==> config.mk <==
export PLATFORM = sky130hd
export DESIGN_NAME = rob_top
export DESIGN_NICKNAME = d
export VERILOG_FILES = /design/src/design/rob_pkg.sv /design/src/design/rob_alloc_ctl.sv /design/src/design/rob_entry.sv /design/src/design/rob_retire_ctl.sv /design/src/design/rob_src_lookup.sv /design/src/design/rob_top.sv
export VERILOG_INCLUDE_DIRS = /design/src /design/src/design
export SDC_FILE = /design/constraint.sdc
export NUM_CORES = 1
export LEC_CHECK = 0
export BUFFER_PORTS_ARGS = -buffer_cell sky130_fd_sc_hd__buf_2
export CAP_MARGIN = 30
export CELL_PAD_IN_SITES_DETAIL_PLACEMENT = 1
export CELL_PAD_IN_SITES_GLOBAL_PLACEMENT = 2
export CORE_UTILIZATION = 35
export CTS_CLUSTER_DIAMETER = 50
export DETAILED_ROUTE_END_ITERATION = 16
export PLACE_DENSITY_LB_ADDON = 0.25
export SLEW_MARGIN = 20
export SYNTH_ARGS = -nofsm -noshare
export SYNTH_HDL_FRONTEND = slang
export SYNTH_SLANG_ARGS = --single-unit
==> constraint.sdc <==
create_clock -name clk -period 6.8 [get_ports clk]
set_clock_uncertainty 0.2 [all_clocks]
set_input_delay 0.68 -clock clk [delete_from_list [all_inputs] [get_ports clk]]
set_output_delay 0.68 -clock clk [all_outputs]
set_load 0.01 [all_outputs]
==> src/design/rob_consts.svh <==
`ifndef ROB_CONSTS_SVH
`define ROB_CONSTS_SVH

// Buffer geometry
`define ROB_ENTRIES 16
`define ROB_IDX_W 4

// Register name widths
`define ARCH_REG_W 5
`define PHYS_REG_W 6

// Number of rename source lookups per cycle
`define NUM_SOURCES 2

// Rename stays stalled this long after a nuke before the walk begins
`define RR_QUIESCE_CYCLES 5

`endif

==> src/design/rob_pkg.sv <==
`include "rob_consts.svh"

package rob_pkg;

   typedef logic [`ROB_IDX_W-1:0]  t_rob_idx;
   typedef logic [`ARCH_REG_W-1:0] t_arch_reg;
   typedef logic [`PHYS_REG_W-1:0] t_phys_reg;

   // Wrap bit toggles each time the pointer passes the last slot
   typedef struct packed {
      logic     wrap;
      t_rob_idx idx;
   } t_rob_id;

   // Micro-op fields the buffer needs for retire and restore
   typedef struct packed {
      logic      has_dst;
      t_arch_reg dst;
      t_phys_reg pdst_old;
   } t_rob_uop;

   typedef struct packed {
      logic    valid;
      t_rob_id robid;
      logic    flush_needed;
      logic    is_mispred;
   } t_rob_complete_pkt;

   typedef struct packed {
      logic     valid;
      logic     ready;
      logic     flush_needed;
      logic     is_mispred;
      t_rob_uop uop;
   } t_rob_ent;

   typedef struct packed {
      logic      valid;
      t_phys_reg prfid;
   } t_reclaim_pkt;

   typedef struct packed {
      logic      valid;
      t_arch_reg gpr;
      t_phys_reg prfid;
   } t_restore_pkt;

   typedef enum logic {
      NUKE_BR_MISPRED,
      NUKE_EXCEPTION
   } t_nuke_type;

   typedef struct packed {
      logic       valid;
      t_nuke_type nuke_type;
   } t_nuke_pkt;

   typedef enum logic [1:0] {
      RR_IDLE,
      RR_QUIET,
      RR_WALK,
      RR_RESUME
   } t_rr_state;

   function automatic t_rob_id f_incr_robid(input t_rob_id id);
      return t_rob_id'(id + 1'b1);
   endfunction

   function automatic t_rob_id f_decr_robid(input t_rob_id id);
      return t_rob_id'(id - 1'b1);
   endfunction

endpackage

==> src/design/rob_alloc_ctl.sv <==
`timescale 1ns/1ps

`include "rob_consts.svh"

module rob_alloc_ctl
   import rob_pkg::*;
(
   input  logic                    clk,
   input  logic                    reset,
   input  logic                    rob_alloc,
   input  logic                    retire_now,
   input  logic                    flush_now,
   input  t_rr_state               rr_state,
   output t_rob_id                 head_id,
   output t_rob_id                 tail_id,
   output logic                    rob_ready,
   output logic                    rob_empty,
   output logic [`ROB_ENTRIES-1:0] alloc_oh,
   output logic [`ROB_ENTRIES-1:0] retire_oh
);

   logic rob_full;

   // Oldest in-flight entry
   always_ff @(posedge clk) begin
      if (reset) begin
         head_id <= '0;
      end else if (retire_now) begin
         head_id <= f_incr_robid(head_id);
      end
   end

   // First free slot, pulled back to just past the flushing head on a nuke
   always_ff @(posedge clk) begin
      if (reset) begin
         tail_id <= '0;
      end else if (flush_now) begin
         tail_id <= f_incr_robid(head_id);
      end else if (rob_alloc) begin
         tail_id <= f_incr_robid(tail_id);
      end
   end

   // Same index, different lap means every slot is taken
   assign rob_empty = (head_id == tail_id);
   assign rob_full  = (head_id.idx == tail_id.idx) && (head_id.wrap != tail_id.wrap);

   // Rename is held off while full, during the nuke cycle and for the whole restore
   assign rob_ready = !rob_full && !flush_now && (rr_state == RR_IDLE);

   always_comb begin
      alloc_oh  = '0;
      retire_oh = '0;
      if (rob_alloc) begin
         alloc_oh = `ROB_ENTRIES'(1) << tail_id.idx;
      end
      if (retire_now) begin
         retire_oh = `ROB_ENTRIES'(1) << head_id.idx;
      end
   end

   // Rename must honour back-pressure
   a_alloc_only_when_ready: assert property (
      @(posedge clk) disable iff (reset)
      rob_alloc |-> rob_ready
   ) else $error("allocation while buffer not ready");

endmodule

==> src/design/rob_entry.sv <==
`timescale 1ns/1ps

module rob_entry
   import rob_pkg::*;
(
   input  logic              clk,
   input  logic              reset,
   input  t_rob_id           slot_id,
   input  logic              alloc,
   input  t_rob_uop          alloc_uop,
   input  logic              retire,
   input  logic              flush_now,
   input  t_rob_id           head_id,
   input  t_rob_complete_pkt ex_complete,
   input  t_rob_complete_pkt mm_complete,
   output t_rob_ent          entry
);

   logic     valid;
   logic     ready;
   logic     flush_needed;
   logic     is_mispred;
   t_rob_uop uop;

   t_rob_id  my_id;
   logic     is_head;
   logic     ex_hit;
   logic     mm_hit;

   // Slots below the head index belong to the next lap
   assign my_id.idx  = slot_id.idx;
   assign my_id.wrap = (slot_id.idx >= head_id.idx) ? slot_id.wrap : ~slot_id.wrap;

   assign is_head = (slot_id.idx == head_id.idx);

   assign ex_hit = valid && ex_complete.valid && (ex_complete.robid == my_id);
   assign mm_hit = valid && mm_complete.valid && (mm_complete.robid == my_id);

   always_ff @(posedge clk) begin
      if (reset) begin
         valid        <= 1'b0;
         ready        <= 1'b0;
         flush_needed <= 1'b0;
         is_mispred   <= 1'b0;
      end else if (alloc) begin
         valid        <= 1'b1;
         ready        <= 1'b0;
         flush_needed <= 1'b0;
         is_mispred   <= 1'b0;
      end else if (retire || (flush_now && !is_head)) begin
         valid <= 1'b0;
      end else if (ex_hit) begin
         ready        <= 1'b1;
         flush_needed <= ex_complete.flush_needed;
         is_mispred   <= ex_complete.is_mispred;
      end else if (mm_hit) begin
         ready        <= 1'b1;
         flush_needed <= mm_complete.flush_needed;
         is_mispred   <= mm_complete.is_mispred;
      end
   end

   // Micro-op survives invalidation so the restore walk can still read it
   always_ff @(posedge clk) begin
      if (alloc) begin
         uop <= alloc_uop;
      end
   end

   assign entry.valid        = valid;
   assign entry.ready        = ready;
   assign entry.flush_needed = flush_needed;
   assign entry.is_mispred   = is_mispred;
   assign entry.uop          = uop;

   // Each id completes once, so both ports never name this slot together
   a_single_completion: assert property (
      @(posedge clk) disable iff (reset)
      !(ex_hit && mm_hit)
   ) else $error("slot %0d completed by both ports", slot_id.idx);

endmodule

==> src/design/rob_retire_ctl.sv <==
`timescale 1ns/1ps

`include "rob_consts.svh"

module rob_retire_ctl
   import rob_pkg::*;
(
   input  logic         clk,
   input  logic         reset,
   input  t_rob_ent     entries [`ROB_ENTRIES-1:0],
   input  t_rob_id      head_id,
   input  t_rob_id      tail_id,
   input  logic         rob_empty,
   output logic         retire_now,
   output logic         flush_now,
   output t_rr_state    rr_state,
   output t_reclaim_pkt reclaim,
   output t_nuke_pkt    nuke,
   output t_restore_pkt restore,
   output logic         resume_fetch
);

   typedef logic [$clog2(`RR_QUIESCE_CYCLES + 1)-1:0] t_quiet_cnt;

   t_rob_ent   head_ent;
   t_rob_ent   walk_ent;
   t_rob_id    walk_id;
   t_quiet_cnt quiet_cnt;
   t_rr_state  rr_next;
   logic       walk_empty;

   assign head_ent = entries[head_id.idx];

   // A flushing head still retires and hands back its old register
   assign retire_now = !rob_empty && head_ent.valid && head_ent.ready;
   assign flush_now  = retire_now && head_ent.flush_needed;

   assign reclaim.valid = retire_now && head_ent.uop.has_dst;
   assign reclaim.prfid = head_ent.uop.pdst_old;

   assign nuke.valid     = flush_now;
   assign nuke.nuke_type = head_ent.is_mispred ? NUKE_BR_MISPRED : NUKE_EXCEPTION;

   // Nothing discarded when the walk pointer already sits on the flushing id
   assign walk_empty = (f_incr_robid(walk_id) == head_id);

   always_comb begin
      rr_next = rr_state;
      case (rr_state)
         RR_IDLE: begin
            if (flush_now) begin
               rr_next = RR_QUIET;
            end
         end
         RR_QUIET: begin
            if (quiet_cnt == '0) begin
               rr_next = walk_empty ? RR_RESUME : RR_WALK;
            end
         end
         RR_WALK: begin
            // Head now points at the oldest discarded entry
            if (walk_id == head_id) begin
               rr_next = RR_RESUME;
            end
         end
         RR_RESUME: begin
            rr_next = RR_IDLE;
         end
         default: begin
            rr_next = RR_IDLE;
         end
      endcase
   end

   always_ff @(posedge clk) begin
      if (reset) begin
         rr_state <= RR_IDLE;
      end else begin
         rr_state <= rr_next;
      end
   end

   // Counts down through the quiet period
   always_ff @(posedge clk) begin
      if (reset) begin
         quiet_cnt <= '0;
      end else if (flush_now) begin
         quiet_cnt <= t_quiet_cnt'(`RR_QUIESCE_CYCLES - 1);
      end else if ((rr_state == RR_QUIET) && (quiet_cnt != '0)) begin
         quiet_cnt <= quiet_cnt - 1'b1;
      end
   end

   // Youngest discarded entry first, stepping toward the flush point
   always_ff @(posedge clk) begin
      if (reset) begin
         walk_id <= '0;
      end else if (flush_now) begin
         walk_id <= f_decr_robid(tail_id);
      end else if (rr_state == RR_WALK) begin
         walk_id <= f_decr_robid(walk_id);
      end
   end

   assign walk_ent = entries[walk_id.idx];

   assign restore.valid = (rr_state == RR_WALK) && walk_ent.uop.has_dst;
   assign restore.gpr   = walk_ent.uop.dst;
   assign restore.prfid = walk_ent.uop.pdst_old;

   assign resume_fetch = (rr_state == RR_RESUME);

   // Completions from the ports must not flush a head while a restore runs
   a_nuke_only_idle: assert property (
      @(posedge clk) disable iff (reset)
      flush_now |-> (rr_state == RR_IDLE)
   ) else $error("nuke raised in restore state %s", rr_state.name());

endmodule

==> src/design/rob_src_lookup.sv <==
`timescale 1ns/1ps

`include "rob_consts.svh"

module rob_src_lookup
   import rob_pkg::*;
(
   input  t_rob_ent  entries     [`ROB_ENTRIES-1:0],
   input  t_rob_id   head_id,
   input  t_arch_reg src_addr    [`NUM_SOURCES-1:0],
   output logic      src_pending [`NUM_SOURCES-1:0],
   output t_rob_id   src_robid   [`NUM_SOURCES-1:0]
);

   for (genvar s = 0; s < `NUM_SOURCES; s++) begin : g_src
      logic [`ROB_ENTRIES-1:0] match;
      t_rob_idx                youngest;

      // Valid entries that write this source register
      for (genvar i = 0; i < `ROB_ENTRIES; i++) begin : g_match
         assign match[i] = entries[i].valid
                        && entries[i].uop.has_dst
                        && (entries[i].uop.dst == src_addr[s]);
      end

      // Scan oldest to youngest from the head, so the last hit wins
      always_comb begin
         t_rob_idx scan_idx;
         youngest = head_id.idx;
         for (int k = 0; k < `ROB_ENTRIES; k++) begin
            scan_idx = head_id.idx + t_rob_idx'(k);
            if (match[scan_idx]) begin
               youngest = scan_idx;
            end
         end
      end

      assign src_pending[s] = |match;

      // Entries below the head index were allocated on the next lap
      assign src_robid[s].idx  = youngest;
      assign src_robid[s].wrap = (youngest >= head_id.idx) ? head_id.wrap : ~head_id.wrap;
   end

endmodule

==> src/design/rob_top.sv <==
`timescale 1ns/1ps

`include "rob_consts.svh"

module rob_top
   import rob_pkg::*;
(
   input  logic              clk,
   input  logic              reset,
   input  logic              rob_alloc,
   input  t_rob_uop          alloc_uop,
   output logic              rob_ready,
   output t_rob_id           next_robid,
   output t_rob_id           oldest_robid,
   input  t_rob_complete_pkt ex_complete,
   input  t_rob_complete_pkt mm_complete,
   input  t_arch_reg         src_addr     [`NUM_SOURCES-1:0],
   output logic              src_pending  [`NUM_SOURCES-1:0],
   output t_rob_id           src_robid    [`NUM_SOURCES-1:0],
   output t_reclaim_pkt      reclaim,
   output t_nuke_pkt         nuke,
   output t_restore_pkt      restore,
   output logic              resume_fetch
);

   t_rob_id                 head_id;
   t_rob_id                 tail_id;
   logic                    rob_empty;
   logic                    retire_now;
   logic                    flush_now;
   t_rr_state               rr_state;
   logic [`ROB_ENTRIES-1:0] alloc_oh;
   logic [`ROB_ENTRIES-1:0] retire_oh;
   t_rob_ent                entries [`ROB_ENTRIES-1:0];

   assign next_robid   = tail_id;
   assign oldest_robid = head_id;

   rob_alloc_ctl i_alloc_ctl (
      .clk        (clk),
      .reset      (reset),
      .rob_alloc  (rob_alloc),
      .retire_now (retire_now),
      .flush_now  (flush_now),
      .rr_state   (rr_state),
      .head_id    (head_id),
      .tail_id    (tail_id),
      .rob_ready  (rob_ready),
      .rob_empty  (rob_empty),
      .alloc_oh   (alloc_oh),
      .retire_oh  (retire_oh)
   );

   for (genvar i = 0; i < `ROB_ENTRIES; i++) begin : g_entries
      t_rob_id slot_id;

      // Each slot resolves its own lap from the head wrap
      assign slot_id.wrap = head_id.wrap;
      assign slot_id.idx  = t_rob_idx'(i);

      rob_entry i_entry (
         .clk         (clk),
         .reset       (reset),
         .slot_id     (slot_id),
         .alloc       (alloc_oh[i]),
         .alloc_uop   (alloc_uop),
         .retire      (retire_oh[i]),
         .flush_now   (flush_now),
         .head_id     (head_id),
         .ex_complete (ex_complete),
         .mm_complete (mm_complete),
         .entry       (entries[i])
      );
   end

   rob_retire_ctl i_retire_ctl (
      .clk          (clk),
      .reset        (reset),
      .entries      (entries),
      .head_id      (head_id),
      .tail_id      (tail_id),
      .rob_empty    (rob_empty),
      .retire_now   (retire_now),
      .flush_now    (flush_now),
      .rr_state     (rr_state),
      .reclaim      (reclaim),
      .nuke         (nuke),
      .restore      (restore),
      .resume_fetch (resume_fetch)
   );

   rob_src_lookup i_src_lookup (
      .entries     (entries),
      .head_id     (head_id),
      .src_addr    (src_addr),
      .src_pending (src_pending),
      .src_robid   (src_robid)
   );

endmodule

-- Word level (Yosys, flattened, before mapping)
Cells that the tools add are included.
- bits of input ports: 41
- output and inout bits: 45
- bits in registers: 276
- word-level logic and storage cells: 787
- eq/ne operators: 90
- $add $sub $neg: 21
- bitwise logic cells: 17
- muxes and demuxes: 254
- magnitude comparators: 35
- reduce and logical (&&, ||, !) cells: 247
- shift operators: 2
- operator list (kind ; number):
    5-bit equality test ; 67
    1-bit two-way mux ; 178
    1-bit logical AND ; 137
    16-bit binary-select mux with 4-bit select ; 2
    1-bit binary-select mux with 4-bit select ; 30
    4-bit two-way mux ; 30
    4-bit by 5-bit less-than comparator with 1-bit output, second input constant ; 17
    2-bit nonzero test ; 35
    16-bit two-way mux ; 3
    2-bit OR reduction ; 17
    4-bit adder, second input constant ; 8
    4-bit equality test, first input constant ; 8
    4-bit >= comparator, first input constant ; 8
    2-bit AND reduction ; 16
    16-bit OR reduction ; 2
    1-bit by 4-bit << shifter with 16-bit output, first input constant ; 2
    5-bit two-way mux ; 4
    1-bit logical NOT ; 19
    1-bit NOT ; 17
    4-bit by 3-bit adder with 4-bit output, second input constant ; 4
    3-bit by 4-bit equality test with 1-bit output, first input constant ; 4
    3-bit by 4-bit >= comparator with 1-bit output, first input constant ; 4
    1-bit logical OR ; 16
    5-bit by 1-bit adder with 5-bit output, second input constant ; 3
    other kinds (23) ; 35

-- Logic depth before layout (Yosys ltp)
Gate-level depths: netlist (run 1).
- depth after elaboration: 21
- depth in mapped cells: 23
- depth with buffers taken out: 18

-- By module
From an unflattened synthesis (run 1), not the netlist that was laid out.
- cells, all modules: 2386
- area, all modules: 25680.9 um^2
- by module, submodules not included (module ; area an instance (um^2) ; times used ; cells each ; sequential area each (um^2)):
    rob_entry ; 863.3 ; 16 ; 68 ; 440.4
    rob_src_lookup ; 7196.9 ; 1 ; 891 ; 0.0
    rob_retire_ctl ; 3681.0 ; 1 ; 283 ; 200.2
    rob_alloc_ctl ; 982.2 ; 1 ; 122 ; 200.2
    rob_top ; 7.5 ; 1 ; 2 ; 0.0

-- Least setup slack after synthesis (run 1)
No wires, ideal clock.
- kind: register to output
- start point: register, netlist name i_alloc_ctl.head_id[1]
- end point: output src_robid[9] in the netlist's numbering
- path slack: 339 ps
- required time: 5920 ps
- stages on the path, launching flop included: 20
- buffers on the path: 4
- arrival time: 5581 ps
- cells stage by stage: dfxtp_1 buf_2 inv_2 buf_1 clkbuf_1 ha_1 inv_1 buf_1 mux4_2 mux2i_2 mux2i_1 or4b_1 a41oi_2 xnor2_1 ha_1 nand2b_1 a21o_1 a21o_1 a21oi_1 xor2_1
- RTL lines (what ; RTL line ; text):
    end: declaration ; rob_top.sv:19 ; output t_rob_id src_robid [`NUM_SOURCES-1:0],

==> impl.org, run 1 <==
** Outcome
- The run finished with clean final reports.

** Timing
- Setup repair after global routing could not meet its margin everywhere.
- Time the final worst path needs with I/O delays and setup :: 6560 ps
- Setup-violating endpoint count in the final report :: 0
- Worst slew slack as a fraction of its limit :: 0.343
- The number of slew-limit violations in the final report was 0.
- Achievable frequency :: 0.152 GHz
- Dividing the final minimum period by the clock period gives 0.965.
- Worst Max-Slew Pin Slew :: 975 ps
- Across all hold checks on the routed design, the worst slack comes to 262 ps.
- The final hold violation count is 0.

** Power
- Power density cells :: 163 nW/µm²
- Leakage :: between 7 and 8 nW
- Overall power consumption after layout is estimated at 3.90 mW.
- IR analysis of the VDD net gives a maximum drop of 0.000221 V.

** Routing
- The pre-antenna-repair detailed-routing pass consisted of 5 iterations.
- Detailed-route via count :: between 15000 and 20000
- Drt drc :: 0
- After detailed routing, the total wire length is between 80000 and 90000 µm.
- Using the TritonRoute via totals, the vias-per-cell ratio works out to 6.30.
- In the final routed layout, each cell accounts on average for 30.5 µm.
- For this block, the initial DRC count from the detailed router was 1517.
- In this run the remaining antenna-violating nets after routing total 0.

** Yosys
- Fraction of synthesized cell area in xor and xnor cells :: 0.0966
- Library cells used by synthesis :: 94
- Synth Register Bits :: about 280
- Synthesized netlist net count :: 2060
- Synthesized-area fraction occupied by ao, oa, aoi and oai cells :: 0.115
- Of the total synthesized cell area, the portion taken by AND, OR, NAND and NOR gates is 0.158.
- The average instance in the mapped netlist occupies 10.8 µm².
- EDFF count, synth :: 192
- Cell taking the most area after synthesis :: sky130_fd_sc_hd__edfxtp_1
- Most repeated cell in the gate-level netlist after synthesis :: sky130_fd_sc_hd__edfxtp_1
- Of the total synthesized cell area, the portion taken by full adders, half adders and majority gates is 0.0240.
- Fraction of synthesized cell area taken by the top area cell type :: 0.270
- Mux share of post-synthesis cell area :: 0.221
- Sequential share of the synthesized area :: 0.348
- In the synthesized netlist, the cells that appear most often are 192 x sky130_fd_sc_hd__edfxtp_1, 187 x sky130_fd_sc_hd__nor2_1, 169 x sky130_fd_sc_hd__mux4_2.
- Synthesis produced 1978 cells.
- Yosys Warn Count :: 0
- Main combinational cell family by area after synthesis :: multiplexers
- In the synthesized netlist the dominant register cell turns out to be sky130_fd_sc_hd__edfxtp_1.
- Yosys attributes the largest share of cell area to sky130_fd_sc_hd__edfxtp_1 27%, sky130_fd_sc_hd__mux4_2 18%, sky130_fd_sc_hd__dfxtp_1 7.9%, sky130_fd_sc_hd__xor2_1 5.0%, sky130_fd_sc_hd__xnor2_1 4.6%.
- Summed instance area of the synthesized netlist :: 21400 µm²
- Proportion of synthesized flip-flops having asynchronous set or reset :: 0

** Layout
- After filler insertion, the fill cell instance count of the layout stands at 6686.
- In the final design database the tool counted 2135 nets.
- Layout-stage area growth over the synthesis result :: 12.0%
- In the final layout, the multi-input gates occupy 13200 µm².
- Measured on the finished design, the core utilization comes to 0.397.
- Final cell area excluding filler cells :: 24000 µm²
- Share of post-route cells with drive strength above 1 :: 0.229
- Area taken by flip-flops and latches :: 7460 µm²

** Placement
- At the end of routability-driven placement, the weighted congestion stood at roughly 0.95.
- Number of port buffers :: 85
- The placed instances occupy a cell area of approximately 23000 µm².
- The HPWL after detailed placement is 66000 µm.

** Clock tree
- Number of buffers added for setup after CTS :: 0
- Clock buffer count from CTS :: 31
- Clock-pin slew was measured on the worst setup and hold paths at 60 ps.
- Hold Buf Count CTS :: 0
- Worst-case clock buffer depth :: 3
- H-Tree Level Count :: 1
- Clock tree root driver cell :: sky130_fd_sc_hd__clkbuf_16
- The clock reaches the later pin of the worst-skew pair after about 600 ps.
- CTS tree :: done
- CTS saw between 200 and 300 sinks.

** Worst setup path
- Endpoint arrival time on the critical path :: 5680 ps
- Setup CP Type :: reg2out
- Worst setup SP type :: register
- The worst setup path is captured at an output port.
- At the worst endpoint, the required time is 5920 ps.
- Of all nets on the critical path, the largest fanout is 6.

** Floorplanning
- The die covers 62100 µm².
- For this configuration, the core starts out at a cell density of 0.354.
- Core region area :: between 60000 and 70000 µm²
- Number of top-level pins :: 86
- In this run the core area contains 90 standard-cell rows.
- In this run the horizontal extent of the chip is 249 µm.
- Die outline height :: 249 µm

** Worst hold path
- In this run the worst hold path is classified as in2reg.

** Global routing
- GRT overflow :: 0
- GRT Total Usage :: 0.278
- Global-route wire length before repair :: 129000 µm
- Via count of the first global-routing pass :: 18506
- Antenna violations before repair :: 6
- Entering global routing, the biggest net connects 79 pins.

** Job
- Total of max-cap violations :: 0
## timing repair
action | 4_1_cts | 5_1_grt
setup endpoints to repair | 0 | 2
gates resized for setup | 0 | 4
endpoints found under the hold margin | 0 | 0
## layout by cell type (no fill, tap or decap), types with 24 or more instances in the layout
cell                        instances
sky130_fd_sc_hd__edfxtp_1         192
sky130_fd_sc_hd__nor2_1           178
sky130_fd_sc_hd__mux4_2           169
sky130_fd_sc_hd__nand2_1          130
sky130_fd_sc_hd__xor2_1           119
sky130_fd_sc_hd__xnor2_1          112
sky130_fd_sc_hd__buf_4             88
sky130_fd_sc_hd__buf_2             86
sky130_fd_sc_hd__dfxtp_1           78
sky130_fd_sc_hd__mux2i_1           76
sky130_fd_sc_hd__nand3_1           68
sky130_fd_sc_hd__a21oi_1           66
sky130_fd_sc_hd__nor3_1            60
sky130_fd_sc_hd__nand4_1           44
sky130_fd_sc_hd__o21ai_0           44
sky130_fd_sc_hd__ha_1              40
sky130_fd_sc_hd__a2111oi_0         35
sky130_fd_sc_hd__clkbuf_16         32
sky130_fd_sc_hd__and2_1            28
sky130_fd_sc_hd__a211oi_1          27
sky130_fd_sc_hd__inv_1             24
## critical path, cell delays in order, from the launching register on
cell and delay [ps]:
sky130_fd_sc_hd__edfxtp_1 520, sky130_fd_sc_hd__xor2_1 240, sky130_fd_sc_hd__nor4_4 500, sky130_fd_sc_hd__nand2_1 230
sky130_fd_sc_hd__mux4_2 500, sky130_fd_sc_hd__a2111oi_0 800, sky130_fd_sc_hd__buf_4 230, sky130_fd_sc_hd__o21bai_1 190
sky130_fd_sc_hd__nor4b_1 110, sky130_fd_sc_hd__a311oi_1 340, sky130_fd_sc_hd__nor3b_1 230, sky130_fd_sc_hd__a21oi_1 130
sky130_fd_sc_hd__ha_1 290, sky130_fd_sc_hd__a21o_1 160, sky130_fd_sc_hd__a21o_1 170, sky130_fd_sc_hd__a21oi_1 160
sky130_fd_sc_hd__xor2_1 150, sky130_fd_sc_hd__buf_2 140
## logic make-up after synthesis
logic type	count (synthesis)
fa+ha+maj	41
mux	258
buf+inv	167
compound gates	342
flops	276
simple gates	659
xor+xnor	235
## power by group
group	total, mW	internal, mW	switching (mW)	leakage, nW
Combinational	0.378	0.147	0.231	5.08
Sequential	1.85	1.82	0.0343	2.42
Clock	1.66	0.956	0.707	0.494
Total	3.90	2.92	0.973	7.99
## state kept, by name, summed over array words and instances (netlist names)
name / cells
g_entries.i_entry.valid: 16
i_alloc_ctl.tail_id: 5
g_entries.i_entry.ready: 16
g_entries.i_entry.is_mispred: 16
i_retire_ctl.walk_id: 5
i_alloc_ctl.head_id: 5
g_entries.i_entry.flush_needed: 16
i_retire_ctl.rr_state: 2
g_entries.i_entry.entry: 192
i_retire_ctl.quiet_cnt: 3
## stage by stage
step	TNS, ps	worst slack [ps]	std cells
6_report	0	239	2860
5_1_grt	-53.8	-27.9	2858
4_1_cts	0	143	2857
3_5_place_dp	0	291	2801
3_3_place_gp	0	310	2797
2_1_floorplan	0	339	1978
## per-layer routing
layer  vias to the layer above  share of wire  GRT usage
li1                       7811              -          -
met1                      9341           0.43      0.377
met2                       700           0.48      0.467
met3                       146          0.060     0.0289
met4                         8          0.031     0.0857
met5                         -        0.00065          0
## layout make-up
class | count | area share
flip-flops and latches | 276 | 0.311
repair buffers | 179 | 0.0489
clock inverters | 16 | 0.00689
clock buffers | 40 | 0.0351
diodes | 2 | 0.000209
well taps | 782 | 0.0408
inverters | 30 | 0.00486
multi-input cells | 1535 | 0.552
## final timing paths
kind              cells after the start                           from                        endpoint  slack (ps)
hold reg to reg                       2    g_entries[13].i_entry.ready     g_entries[13].i_entry.ready         280
setup reg to reg                     15         i_alloc_ctl.head_id[0]         i_retire_ctl.walk_id[4]        1500
hold / removal                        1                   alloc_uop[0]  g_entries[15].i_entry.entry[0]         260
setup / recovery                     17  g_entries[4].i_entry.entry[8]                    src_robid[4]         240
Note: power is estimated with default switching activity, not from simulation.
==> inputs of run 2 (changes only) <==
--- a/config.mk
+++ b/config.mk
@@ -13,6 +13,7 @@
 export CORE_UTILIZATION = 35
 export CTS_CLUSTER_DIAMETER = 50
 export DETAILED_ROUTE_END_ITERATION = 16
+export HOLD_SLACK_MARGIN = 0.05
 export PLACE_DENSITY_LB_ADDON = 0.25
 export SLEW_MARGIN = 20
 export SYNTH_ARGS = -nofsm -noshare
==> constraint.sdc (replaced) <==
create_clock -name clk -period 6.4 [get_ports clk]
set_clock_uncertainty 0.2 [all_clocks]
set_input_delay 0.64 -clock clk [delete_from_list [all_inputs] [get_ports clk]]
set_output_delay 0.64 -clock clk [all_outputs]
set_load 0.01 [all_outputs]
==> run 2 against run 1 <==
Largest cell class unchanged; clock power grew 10%; first-iteration DRC count shrank 3.9%; global-route usage grew 0.55 points; highest routed layer unchanged.
==> impl.org, run 2 (same netlist as run 1, synthesis figures left out) <==
** Outcome
- Run status :: finished clean

** Floorplanning
- Die outline height :: 249 µm (unchanged)
- The total die area is 62100 µm² (unchanged).
- Core region area :: 60400 µm² (unchanged)
- Initial core utilization :: 0.354 (unchanged)
- Number of cell rows :: 90 (unchanged)
- Number of top-level pins :: 86 (unchanged)
- Width of the die :: 249 µm (unchanged)

** Timing
- Time the final worst path needs with I/O delays and setup :: slightly above 6000 ps
- Number of pins exceeding their max-slew limit in the final report :: 0 (unchanged)
- RSZ-0062 raised after global routing :: false
- The worst max-slew margin expressed relative to the limit came to 0.400 (+0.0567).
- The number of endpoints failing setup at the final stage was 0 (unchanged).
- Setup TNS :: 0 ps (unchanged)
- Setup slack of the critical path after layout :: 259 ps (+20.3 ps)
- Worst Max-Slew Pin Slew :: 898 ps (-76.7 ps)
- Achievable frequency :: 0.163 GHz
- The final hold violation count was 0 (unchanged).
- Share of the clock period used by the worst path :: 0.960

** Routing
- Routed wire per std cell :: 30.8 µm (+1.0%)
- The count of nets left with antenna violations after detail routing was 0 (unchanged).
- Drt drc :: 0 (unchanged)
- TritonRoute pass-1 iters :: 5 (unchanged)
- The initial detailed-routing violation count came to 1458 (-3.9%).
- Detailed-route via count :: 18166 (+0.89%)
- Total routed wirelength :: 88900 µm (+1.9%)
- The via count normalized by instance count was 6.30 (about the same).

** Layout
- Commonest cells after routing, fill and taps aside :: 192 x sky130_fd_sc_hd__edfxtp_1, 177 x sky130_fd_sc_hd__nor2_1, 169 x sky130_fd_sc_hd__mux4_2
- The final layout net count is 2163 (+1.3%).
- The final cell count without fillers was 2885 (+0.87%).
- The ratio of cells with drive above 1 in the final layout came to 0.247 (+0.0180).
- Final cell area excluding filler cells :: 24300 µm² (+1.5%)
- From synthesis to final layout, the design area changed by 13.7%.
- The number of diodes added for antenna fixing came to 0 (-2).
- Most frequent standard cell in the layout excluding fill and tap cells :: sky130_fd_sc_hd__edfxtp_1
- The flip-flop count of the largest register, all copies and words added came to 192 (unchanged).

** Power
- Worst voltage drop across the vdd grid :: 0.000230 V (+4.3%)
- Leakage :: 8.18 nW (+2.4%)
- The power per cell area came to 173 nW/µm² (+6.6%).

** Global routing
- The leftover overflow at the end of global routing came to 0 (unchanged).
- The number of global-route vias before repair is 18546 (+0.22%).
- GRT Total Usage :: 0.284 (+0.00554)
- Pin count of the biggest net entering global routing :: 79 (unchanged)
- Global-route wire length before repair :: 131000 µm (+1.7%)
- Antenna violations before repair :: 4 (-2)

** Worst setup path
- Maximum cell stage delay along the critical path :: 560 ps (-240 ps)
- The worst path arrival time came to 5300 ps (-380 ps).
- The slowest stage of the critical path is the sky130_fd_sc_hd__mux4_2 cell.
- The logic depth of the worst register-to-register path is 13 (-2).
- The combined buffer and inverter count along the critical path was 3 (+1).
- Total number of cells along the worst setup path :: 18 (+1)
- Cells along the critical path :: xor2_1 -> nor4_2 -> buf_4 -> and2_1 -> mux4_2 -> mux2i_1 -> mux2i_1 -> buf_4 -> or4b_1 -> a41oi_2 -> xnor2_1 -> ha_1 -> nand2b_1 -> a21o_1 -> a21o_1 -> a21oi_1 -> xor2_1 -> buf_2
- Worst setup SP type :: register
- Startpoint of the worst-slack reg-to-reg timing path :: i_alloc_ctl.head_id[0]
- In this design, the largest share of critical-path delay is due to simple AND/OR/NAND/NOR gates.
- Setup CP Type :: reg2out
- In this run the worst setup path begins at g_entries[10].i_entry.entry[8].
- The reg-to-reg setup timing slack came to 1450 ps (-50 ps).
- The required time of the critical path was 5560 ps (-360 ps).
- The worst setup path is captured at an output port.
- Critical Path Fanout Max :: 8 (+2)

** Placement
- The count of input and output buffers is 85 (unchanged).
- Standard cell area after detailed placement :: 23100 µm² (+0.70%)
- The post-placement cell count was 2822 (+0.75%).
- Pre-CTS setup slack :: 133 ps (-158 ps)
- Half-perimeter wire length after detailed placement :: 67400 µm (+2.2%)
- The final weighted congestion in routability-driven placement came to 0.973 (+2.9%).

** Clock tree
- H-Tree Level Count :: 1 (unchanged)
- Total clock sinks :: 276 (unchanged)
- Clock tree root driver cell :: sky130_fd_sc_hd__clkbuf_16
- The number of buffers created by CTS came to 31 (unchanged).
- The maximum clock insertion buffer count is 3 (unchanged).
- The clock insertion delay at the later pin of the skew report is 580 ps (about the same).
- The clock transition at the registers of the reported paths came to 60 ps (about the same).
- TritonCTS built the clock tree.

** Worst hold path
- Min-Delay Path Class :: in2reg
- Startpoint of the tightest hold check path :: alloc_uop[4]
- The depth of the worst hold-timing path came to 1 (unchanged).

** Job
- Total of max-cap violations :: 0 (unchanged)
## run 2: path summary, 6_finish.rpt
kind | endpoint
hold / removal | g_entries[9].i_entry.entry[4]
setup reg to reg | i_retire_ctl.walk_id[4]
hold reg to reg | g_entries[13].i_entry.ready
setup / recovery | src_robid[9]
## run 2: stage by stage
| step | util | total power [mW] | hold slack, ps |
|---|---|---|---|
| floorplan | - | 2.25 | 226 |
| global placement | 0.382 | 2.41 | 253 |
| detailed placement | 0.382 | 2.42 | 257 |
| CTS | 0.401 | 4.25 | 204 |
| global route | 0.403 | 4.33 | 231 |
| finish | 0.403 | 4.21 | 234 |
## run 2: layout make-up
class,instances,area (µm²)
clock buffers,40,861
flip-flops and latches,276,7460
multi-input cells,1535,13300
clock inverters,15,185
inverters,30,123
fillers,6624,36000
well taps,782,978
repair buffers,207,1410
## run 2: metal layers
metal | vias up | part of all wire | track usage
met5 | - | 0.00056 | 0
met4 | 8 | 0.033 | 0.0884
met3 | 166 | 0.058 | 0.0326
met2 | 734 | 0.48 | 0.475
met1 | 9402 | 0.43 | 0.383
li1 | 7856 | - | -
## run 2: worst register-to-register path: stages (launching register included)
cell and delay [ps]:
sky130_fd_sc_hd__dfxtp_4 360, sky130_fd_sc_hd__inv_2 80, sky130_fd_sc_hd__buf_6 490, sky130_fd_sc_hd__mux4_2 670, sky130_fd_sc_hd__mux4_2 500, sky130_fd_sc_hd__or2_0 410
sky130_fd_sc_hd__nor2b_4 750, sky130_fd_sc_hd__mux2i_1 390, sky130_fd_sc_hd__ha_1 260, sky130_fd_sc_hd__nand2_1 100, sky130_fd_sc_hd__nor3_1 200, sky130_fd_sc_hd__xor2_1 170
sky130_fd_sc_hd__nor2_1 50, sky130_fd_sc_hd__a211oi_1 230
## run 2: what timing repair did
action	in CTS	in global routing
pin swaps	0	4
resized for setup	9	20
hold buffers	0	0
gates cloned	0	0
endpoints found under the setup margin	2	2
setup buffers	6	1
## run 2: report_power, final
group	internal (mW)	total, mW	switching (mW)	leakage (nW)
Combinational	0.162	0.417	0.255	5.25
Clock	1.08	1.83	0.755	0.517
Sequential	1.93	1.96	0.0315	2.42
